==> config.mk <==
export PLATFORM = sky130hd
export DESIGN_NAME = spidergon_top
export DESIGN_NICKNAME = d
export VERILOG_FILES = /design/src/hw/spidergon_pkg.sv /design/src/hw/output_link.sv /design/src/hw/output_arbiter.sv /design/src/hw/input_slot.sv /design/src/hw/spidergon_router.sv /design/src/hw/spidergon_top.sv
export SDC_FILE = /design/constraint.sdc
export NUM_CORES = 2
export LEC_CHECK = 0
export ABC_AREA = 1
export ABC_CLOCK_PERIOD_IN_PS = 3800
export BUFFER_PORTS_ARGS = -buffer_cell sky130_fd_sc_hd__buf_4
export CAP_MARGIN = 20
export CORE_MARGIN = 2
export CORE_UTILIZATION = 50
export CTS_BUF_LIST = sky130_fd_sc_hd__clkbuf_8
export DETAILED_ROUTE_END_ITERATION = 16
export HOLD_SLACK_MARGIN = 0.12
export PLACE_DENSITY = 0.77
export SETUP_SLACK_MARGIN = 0.4
export SYNTH_ARGS = -nofsm -noshare
export SYNTH_HDL_FRONTEND = slang
export SYNTH_SLANG_ARGS = --single-unit
==> constraint.sdc <==
create_clock -name clk -period 3.8 [get_ports clk]
set_input_delay 0.19 -clock clk [delete_from_list [all_inputs] [get_ports clk]]
set_output_delay 0.19 -clock clk [all_outputs]
set_load 0.03 [all_outputs]
==> src/hw/spidergon_pkg.sv <==
// shared flit, link and port types for the spidergon NoC, imported by every RTL module
`default_nettype none

package spidergon_pkg;

	// largest ring the address field can cover
	localparam int max_nodes = 16;
	localparam int addr_width = $clog2(max_nodes);
	localparam int data_width = 16;

	// anticlockwise, clockwise, across and local
	localparam int num_ports = 4;

	typedef logic [addr_width-1:0] node_addr_t;

	// one flit is a whole packet
	typedef struct packed {
		node_addr_t dest;
		node_addr_t src;
		logic [data_width-1:0] payload;
	} flit_t;

	// one direction of a valid/ready link, ready travels back separately
	typedef struct packed {
		logic valid;
		flit_t flit;
	} link_t;

	typedef enum logic [1:0] {
		port_anticlockwise = 2'd0,
		port_clockwise = 2'd1,
		port_across = 2'd2,
		port_local = 2'd3
	} port_e;

	// one bit per router port
	typedef logic [num_ports-1:0] port_vec_t;

endpackage

`default_nettype wire

==> src/hw/output_link.sv <==
// output register of a router port, holding a granted flit until downstream takes it
`timescale 1ns/1ps
`default_nettype none

module output_link (
	input wire logic clk,
	input wire logic reset,
	input wire logic load,
	input wire spidergon_pkg::flit_t flit_in,
	output spidergon_pkg::link_t out_link,
	input wire logic out_ready,
	output logic ready
);

	import spidergon_pkg::*;

	logic valid_q;
	flit_t flit_q;

	// free now, or free after this edge's handshake
	assign ready = !valid_q || out_ready;
	assign out_link = {valid_q, flit_q};

	always_ff @(posedge clk)
	begin
		if (reset)
			valid_q <= 1'b0;
		else if (load)
			valid_q <= 1'b1;
		else if (out_ready)
			valid_q <= 1'b0;
	end

	// a load on the accept edge replaces the outgoing flit
	always_ff @(posedge clk)
	begin
		if (load)
			flit_q <= flit_in;
	end

endmodule

`default_nettype wire

==> src/hw/output_arbiter.sv <==
// round-robin arbiter that picks one input slot for an output port each cycle
`timescale 1ns/1ps
`default_nettype none

module output_arbiter (
	input wire logic clk,
	input wire logic reset,
	input wire spidergon_pkg::port_vec_t request,
	input wire logic link_ready,
	output spidergon_pkg::port_vec_t grant
);

	import spidergon_pkg::*;

	// first input to look at in the next search
	logic [1:0] pointer;
	logic [1:0] candidate;
	logic [1:0] winner;
	logic found;

	// search from the pointer upward, wrapping through all four inputs
	always_comb
	begin
		grant = '0;
		winner = pointer;
		found = 1'b0;
		candidate = pointer;
		for (int k = 0; k < num_ports; k++)
		begin
			candidate = pointer + 2'(k);
			if (link_ready && !found && request[candidate])
			begin
				grant[candidate] = 1'b1;
				winner = candidate;
				found = 1'b1;
			end
		end
	end

	// the winner drops to lowest priority next time
	always_ff @(posedge clk)
	begin
		if (reset)
			pointer <= 2'(port_anticlockwise);
		else if (found)
			pointer <= winner + 2'd1;
	end

endmodule

`default_nettype wire

==> src/hw/input_slot.sv <==
// one-flit router input buffer; routes the flit on capture and requests its output port
`timescale 1ns/1ps
`default_nettype none

module input_slot #(
	parameter int num_nodes = 8,
	parameter int node_id = 0
) (
	input wire logic clk,
	input wire logic reset,
	input wire spidergon_pkg::link_t in_link,
	output logic ready,
	input wire logic grant,
	output spidergon_pkg::port_vec_t request,
	output spidergon_pkg::flit_t flit
);

	import spidergon_pkg::*;

	localparam int rel_width = addr_width + 1;
	// ring distance still handled on the ring, anything further goes across first
	localparam int quarter = num_nodes / 4;

	logic full;
	logic capture;
	logic [rel_width-1:0] rel_sum;
	logic [rel_width-1:0] rel;
	port_e route;
	port_e port_q;

	// ready is just the registered empty flag
	assign ready = !full;
	assign capture = in_link.valid && !full;

	// rel = (dest - node_id) mod num_nodes, dest is always below num_nodes
	always_comb
	begin
		rel_sum = {1'b0, in_link.flit.dest} + rel_width'(num_nodes - node_id);
		if (rel_sum >= rel_width'(num_nodes))
			rel = rel_sum - rel_width'(num_nodes);
		else
			rel = rel_sum;

		if (rel == '0)
			route = port_local;
		else if (rel <= quarter)
			route = port_clockwise;
		else if (rel >= num_nodes - quarter)
			route = port_anticlockwise;
		else
			route = port_across;
	end

	always_ff @(posedge clk)
	begin
		if (reset)
			full <= 1'b0;
		else if (capture)
			full <= 1'b1;
		else if (grant)
			full <= 1'b0;
	end

	always_ff @(posedge clk)
	begin
		if (capture)
		begin
			flit <= in_link.flit;
			port_q <= route;
		end
	end

	always_comb
	begin
		request = '0;
		if (full)
			request[port_q] = 1'b1;
	end

endmodule

`default_nettype wire

==> src/hw/spidergon_router.sv <==
// one spidergon node: input slots, round-robin output arbiters and output link registers
`timescale 1ns/1ps
`default_nettype none

module spidergon_router #(
	parameter int num_nodes = 8,
	parameter int node_id = 0
) (
	input wire logic clk,
	input wire logic reset,
	input wire spidergon_pkg::link_t [spidergon_pkg::num_ports-1:0] in_link,
	output wire spidergon_pkg::port_vec_t in_ready,
	output wire spidergon_pkg::link_t [spidergon_pkg::num_ports-1:0] out_link,
	input wire spidergon_pkg::port_vec_t out_ready
);

	import spidergon_pkg::*;

	// slot side, indexed by input port
	wire port_vec_t slot_request [num_ports];
	wire flit_t slot_flit [num_ports];
	port_vec_t slot_grant;

	// output side, indexed by output port; bit i of each vector is input slot i
	port_vec_t arb_request [num_ports];
	wire port_vec_t arb_grant [num_ports];
	wire port_vec_t link_ready;
	port_vec_t link_load;
	flit_t link_flit [num_ports];

	// transpose the request matrix so each arbiter sees one column
	always_comb
	begin
		for (int o = 0; o < num_ports; o++)
		begin
			for (int i = 0; i < num_ports; i++)
				arb_request[o][i] = slot_request[i][o];
		end
	end

	// grants release the slots and steer the winning flit into its output register
	always_comb
	begin
		slot_grant = '0;
		for (int o = 0; o < num_ports; o++)
		begin
			link_load[o] = |arb_grant[o];
			link_flit[o] = '0;
			for (int i = 0; i < num_ports; i++)
			begin
				if (arb_grant[o][i])
				begin
					slot_grant[i] = 1'b1;
					link_flit[o] = link_flit[o] | slot_flit[i];
				end
			end
		end
	end

	genvar p;

	generate
		for (p = 0; p < num_ports; p++)
		begin : g_port
			input_slot #(
				.num_nodes(num_nodes),
				.node_id(node_id)
			) u_slot (
				.clk(clk),
				.reset(reset),
				.in_link(in_link[p]),
				.ready(in_ready[p]),
				.grant(slot_grant[p]),
				.request(slot_request[p]),
				.flit(slot_flit[p])
			);

			output_arbiter u_arbiter (
				.clk(clk),
				.reset(reset),
				.request(arb_request[p]),
				.link_ready(link_ready[p]),
				.grant(arb_grant[p])
			);

			output_link u_link (
				.clk(clk),
				.reset(reset),
				.load(link_load[p]),
				.flit_in(link_flit[p]),
				.out_link(out_link[p]),
				.out_ready(out_ready[p]),
				.ready(link_ready[p])
			);
		end
	endgenerate

endmodule

`default_nettype wire

==> src/hw/spidergon_top.sv <==
// spidergon NoC top level: instantiate num_nodes routers and wire ring, across and local links
`timescale 1ns/1ps
`default_nettype none

module spidergon_top #(
	parameter int num_nodes = 8
) (
	input wire logic clk,
	input wire logic reset,
	input wire spidergon_pkg::link_t [num_nodes-1:0] inject_link,
	output wire logic [num_nodes-1:0] inject_ready,
	output wire spidergon_pkg::link_t [num_nodes-1:0] eject_link,
	input wire logic [num_nodes-1:0] eject_ready
);

	import spidergon_pkg::*;

	// per node view of the four links, indexed by port_e
	wire link_t [num_ports-1:0] node_in_link [num_nodes];
	wire link_t [num_ports-1:0] node_out_link [num_nodes];
	wire port_vec_t node_in_ready [num_nodes];
	wire port_vec_t node_out_ready [num_nodes];

	genvar n;

	generate
		for (n = 0; n < num_nodes; n++)
		begin : g_node
			localparam int next_node = (n + 1) % num_nodes;
			localparam int prev_node = (n + num_nodes - 1) % num_nodes;
			localparam int opposite_node = (n + num_nodes / 2) % num_nodes;

			// anticlockwise input comes from the clockwise output of the previous node
			assign node_in_link[n][port_anticlockwise] = node_out_link[prev_node][port_clockwise];
			assign node_out_ready[prev_node][port_clockwise] = node_in_ready[n][port_anticlockwise];

			// clockwise input comes from the anticlockwise output of the next node
			assign node_in_link[n][port_clockwise] = node_out_link[next_node][port_anticlockwise];
			assign node_out_ready[next_node][port_anticlockwise] = node_in_ready[n][port_clockwise];

			// across links pair node n with the node half a ring away
			assign node_in_link[n][port_across] = node_out_link[opposite_node][port_across];
			assign node_out_ready[opposite_node][port_across] = node_in_ready[n][port_across];

			// local port faces the outside world
			assign node_in_link[n][port_local] = inject_link[n];
			assign inject_ready[n] = node_in_ready[n][port_local];
			assign eject_link[n] = node_out_link[n][port_local];
			assign node_out_ready[n][port_local] = eject_ready[n];

			spidergon_router #(
				.num_nodes(num_nodes),
				.node_id(n)
			) u_router (
				.clk(clk),
				.reset(reset),
				.in_link(node_in_link[n]),
				.in_ready(node_in_ready[n]),
				.out_link(node_out_link[n]),
				.out_ready(node_out_ready[n])
			);
		end
	endgenerate

endmodule

`default_nettype wire

Yosys cells after proc, flatten, opt, wreduce, memory -nomap -nowiden
Index checks and enable logic that the tools add are counted.
- input port bits: 210
- output and inout bits: 208
- flip-flop bits (word level): 1728
- eq/ne operators: 24
- mux-type cells: 1440
- add/subtract/negate cells: 192
- bitwise operators: 192
- reductions and logical operators: 744
- magnitude comparators: 416
- operators by type and width (operator ; count):
    $mux 24 ; 128
    $or 24x24->24 ; 96
    $mux 1 ; 672
    $mux 4 ; 160
    $lt 2x3->1 const B ; 160
    $logic_and 1x1->1 ; 416
    $or 4x4->4 ; 96
    $demux 1 s2 ; 160
    $ge 2x1->1 const B ; 160
    $mux 2 ; 160
    $bmux 1 s2 ; 128
    $ge 5x3->1 const B ; 32
    $ge 5x4->1 const B ; 32
    $le 5x2->1 const B ; 32
    $logic_not 1->1 ; 160
    $logic_not 5->1 ; 32
    $mux 5 ; 32
    $sub 5x4->5 const B ; 32
    $add 2x1->2 const B ; 64
    $add 2x2->2 const B ; 64
    $reduce_or 4->1 ; 32
    $add 4x3->5 const B ; 16
    $reduce_bool 2->1 ; 40
    $reduce_or 2->1 ; 32
    6 further kinds ; 72

Longest topological paths before layout
- word-level depth: 28
- depth in mapped cells: 18

By module
A second synthesis with hierarchy kept.
- cell total of the unflattened synthesis: 13486
- area, all modules: 106799.9 sq um
- modules (own cells, without submodules) (module ; instances ; area each (sq um) ; sequential area each (sq um) ; cells an instance):
    spidergon_router ; 8 ; 3958.8 ; 0.0 ; 936
    output_link ; 32 ; 770.7 ; 740.7 ; 30
    output_arbiter at g_node[0].u_router.g_port[1].u_arbiter ... ; 29 ; 546.8 ; 40.0 ; 88
    input_slot at g_node[1].u_router.g_port[0].u_slot ... ; 4 ; 1086.0 ; 800.8 ; 82
    input_slot at g_node[5].u_router.g_port[0].u_slot ... ; 4 ; 1062.3 ; 800.8 ; 74
    input_slot at g_node[3].u_router.g_port[0].u_slot ... ; 4 ; 1051.0 ; 800.8 ; 77
    input_slot at g_node[2].u_router.g_port[0].u_slot ... ; 4 ; 1049.8 ; 800.8 ; 72
    input_slot at g_node[6].u_router.g_port[0].u_slot ... ; 4 ; 1027.2 ; 800.8 ; 69
    input_slot at g_node[4].u_router.g_port[0].u_slot ... ; 4 ; 954.7 ; 800.8 ; 56
    input_slot at g_node[0].u_router.g_port[0].u_slot ... ; 4 ; 915.9 ; 800.8 ; 48
    input_slot at g_node[7].u_router.g_port[0].u_slot ... ; 3 ; 1049.8 ; 800.8 ; 77
    input_slot at g_node[7].u_router.g_port[3].u_slot ; 1 ; 1057.3 ; 800.8 ; 77
    output_arbiter at g_node[0].u_router.g_port[0].u_arbiter ; 1 ; 658.1 ; 40.0 ; 86
    output_arbiter at g_node[7].u_router.g_port[2].u_arbiter ; 1 ; 633.1 ; 40.0 ; 90
    output_arbiter at g_node[7].u_router.g_port[1].u_arbiter ; 1 ; 524.3 ; 40.0 ; 90

Least setup slack after synthesis
OpenSTA, ideal clock, no wires.
- kind: flip-flop to flip-flop
- start: reg g_node[7].u_router.g_port[2].u_arbiter.pointer[0]
- end: reg g_node[7].u_router.g_port[2].u_link.flit_q, in the netlist g_node[7].u_router.g_port[2].u_link.out_link[0] (enable)
- stages on the path, launching flop included: 13
- required time: 3.419 ns
- slack: 0.987 ns
- setup time: 0.381 ns
- buffers on the path: 1
- data arrival time: 2.432 ns
- cells stage by stage: dfxtp_1 > buf_4 > inv_1 > ha_1 > inv_1 > nand3_1 > nand2_1 > nand4_1 > nor2_2 > nand2_1 > nand2_2 > nor2_1 > nand2_1
- cells in the longest elaborated chain, start to end: 17
- elaborated cells between the ends (all ways): 52
- those cells by class: add/sub (3); order compare (8); mux (23); bitwise (3); reduce/logical (15)
- ends and longest elaborated chain (element ; line ; text):
    start: declaration ; output_arbiter.sv:16 ; logic [1:0] pointer;
    start signal: assignment ; output_arbiter.sv:44 ; pointer <= 2'(port_anticlockwise);
    start signal: assignment ; output_arbiter.sv:46 ; pointer <= winner + 2'd1;
    branches (longest 15 deep; another with $lt 2x3->1) ; -- ;
    $mux 4 * ; output_arbiter.sv:31 ; if (link_ready && !found && request[candidate])
    $reduce_or 4->1 * ; spidergon_router.sv:47 ; link_load[o] = |arb_grant[o];
    via g_node[7].u_router.g_port[2].u_link.load ; output_link.sv:8 ; input wire logic load,
    end signal: assignment ; output_link.sv:38 ; flit_q <= flit_in;
    end: declaration ; output_link.sv:18 ; flit_t flit_q;
Mark *: on every way through the listed nets, which the timed path passes. The select of a mux whose other input is x is not followed.
A chain may end at the register's enable or synchronous reset.

==> impl_results.md <==
* Largest net degree at the start of global routing at 44
* Worst-path clk slew at 0.06 ns
* Initial antenna violation count at 27
* Vias per cell at 6.016
* Skew-Pair Late Insertion Delay at 1.07 ns
* Worst path required time at 4.41 ns
* Post-Syn Instances at 10388
* Mapped Area at 93490 um^2
* Die Span X at 436.4 um
* DR vias at 84763
* Port bufs at 417
* CTS Buffer Depth at 4
* Crit path kind: register to register
* Dpl hpwl at 269200 um
* CP Launch Type: register
* Routed wire length at 373000 um
* Final clock skew at 0.07159 ns
* Number of distinct library cells after synthesis at 55
* Minimum clock period at 3.288 ns
* Multi-input gate area at 37290 um^2
* First-pass iteration count of the detailed router at 7
* Post-route ant nets at 0
* CTS Root Cell: clkbuf_8
* Synth-to-layout area growth at 16.69%
* Cts bufs inserted at 306
* DRC at 0
* Asr flop ratio synth at 0
* Initial core utilization at 0.5037
* Layout cells sized above 1 at 0.1225
* GR Overflow Total at 0
* Syn nets at 10958
* Core area at 185600 um^2
* Storage element area at 50630 um^2
* Yosys warnings at 0
* Worst min-delay path category: input pin to register
* Top-Level Pins at 418
* CTS tree: done
* First-pass GRT wire length at 527600 um
* Critical path data arrival time at 3.90 ns
* Fillcell total at 15376
* Die Area at 190500 um^2
* RSZ-0062 raised after global routing: true
* Min-delay src: inject_link[21]
* Worst Tran Pin Value at 1.096 ns
* Synth Register Bits at 1728
* H-tree levels at 5
* Max Cap Viol at 0
* WL/cell at 26.47 um
* Final setup violation count at 0
* Vias in the first global route at 78042
* Post-synthesis sequential area ratio at 0.5413
* Status: finished clean
* 1st-iter DRT viols at 12540
* Critical Path Sink Type: register
* Hold Vio Cnt, Final at 0
* Setup total negative slack at 0 ns
* Relative slew slack at 0.2684
* Fmax at 0.3042 GHz
* Clock sinks at 1728
* Most used DFF post-synth: edfxtp_1
* Syn Area/Cell at 9.000 um^2
* GPL Wtd Cong at 1.081
* Total GRT Usage at 0.3789
* Flop2flop setup slack at 0.51 ns
* Fin crit share at 0.8652
* Peak fanout along the critical path at 25
* # Post-CTS Setup Buffers at 0
* # rows at 158
* Final net count at 11950
* Number of synthesized flops with an enable pin at 1600
* Max-slew violations at 0
* Die H at 436.4 um
metrics by stage:
step	worst slack, ns	cells	utilization	area [um^2]	hold slack [ns]
CTS	0.4779	14067	0.5852	108600	0.1205
finish	0.5124	14090	0.5877	109100	0.2013
global route	0.3428	14082	0.5876	109100	0.2107
detailed placement	0.5408	13127	0.5311	98600	0.3692
floorplan	0.9871	10388	-	93490	0.2889
global placement	0.5747	13125	0.5308	98540	0.3687
routing by layer:
layer | track usage | wire (um)
met1 | 0.4858 | 136500
met2 | 0.5619 | 160000
met3 | 0.09320 | 44700
met4 | 0.2700 | 31690
met5 | 0 | 121
area by class of cell:
| cell class | instances | share of cell area |
|---|---|---|
| Antenna cell | 11 | 0.0002523 |
| Clock buffer | 313 | 0.03949 |
| Clock inverter | 214 | 0.01452 |
| Inverter | 816 | 0.02812 |
| Multi-Input combinational cell | 7506 | 0.3418 |
| Sequential cell | 1728 | 0.4641 |
| Tap cell | 2480 | 0.02844 |
| Timing Repair Buffer | 1022 | 0.08327 |
critical path: stages, from the launching register on:
cell	delay (ns)
dfxtp_1	0.56
inv_2	0.18
ha_1	0.39
inv_1	0.13
nand3_1	0.15
inv_2	0.09
nor2_2	0.05
nand2_2	0.12
inv_1	0.09
a21boi_2	0.13
nand3_2	0.13
buf_4	0.29
nand2_1	0.10
nand4_1	0.44
synth_stat cells (all sizes together), types with 10 or more instances:
| cell type | number | share of area |
|---|---|---|
| xnor2 | 17 | 0.0016 |
| nand2 | 4472 | 0.18 |
| xor2 | 28 | 0.0026 |
| edfxtp | 1600 | 0.51 |
| o21a | 24 | 0.0019 |
| o21ai | 175 | 0.0095 |
| buf | 327 | 0.028 |
| dfxtp | 128 | 0.027 |
| o31ai | 11 | 0.00088 |
| a31oi | 10 | 0.00067 |
| nand3 | 572 | 0.034 |
| ha | 360 | 0.048 |
| nand4 | 1088 | 0.075 |
| inv | 809 | 0.033 |
| nor2 | 519 | 0.024 |
| a21oi | 127 | 0.0076 |
| o211ai | 16 | 0.0013 |
| nor3 | 35 | 0.0019 |
| clkbuf | 11 | 0.00044 |
flip-flops by register name, summed over array words and instances (netlist names):
register / cells
g_node.u_router.g_port.u_link.out_link: 768
g_node.u_router.g_port.u_arbiter.pointer: 64
g_node.u_router.g_port.u_slot.full: 32
g_node.u_router.g_port.u_link.valid_q: 32
g_node.u_router.g_port.u_slot.flit: 768
g_node.u_router.g_port.u_slot.port_q: 64
logic make-up after synthesis:
group,Yosys count,share of synthesized area
compound gates,396,0.02487
xor+xnor,45,0.004216
fa+ha+maj,360,0.04818
buf+inv,1154,0.06097
flops,1728,0.5413
mux,3,0.0003212
simple gates,6702,0.3201
final timing paths:
kind	to	cells after the start
hold reg to reg	g_node[7].u_router.g_port[1].u_slot.flit[8]	0
setup reg to reg	g_node[0].u_router.g_port[3].u_link.out_link[20]	13
setup / recovery	g_node[0].u_router.g_port[3].u_link.out_link[20]	13
hold / removal	g_node[0].u_router.g_port[3].u_slot.port_q[1]	4
timing repair:
| action | CTS | global route |
|---|---|---|
| setup endpoints to repair | 0 | 503 |
| hold buffers | 413 | 0 |
| gates resized for setup | 0 | 38 |
| hold endpoints to repair | 354 | 0 |
cells in the final DEF (no fill, tap or decap), types with 18 or more instances in the layout:
master	count
nand4_2	31
o21ai_0	142
nand3_1	510
inv_2	56
dfxtp_2	18
nand4_1	1057
o21a_1	24
buf_4	585
o21ai_1	30
ha_1	360
nand2_1	4332
nor2_1	440
nor2_2	53
clkinv_1	48
xor2_1	28
bufinv_16	26
nand2_4	23
dlygate4sd3_1	413
nor2_4	26
inv_1	846
edfxtp_1	1600
a21oi_1	112
nand2_2	117
clkinv_2	40
clkbuf_8	313
nor3_1	35
dfxtp_1	110
nand3_2	56
Power is left out: the tool's default activity adds up to more than one toggle a clock period on the data nets, which glitch-free logic cannot reach.
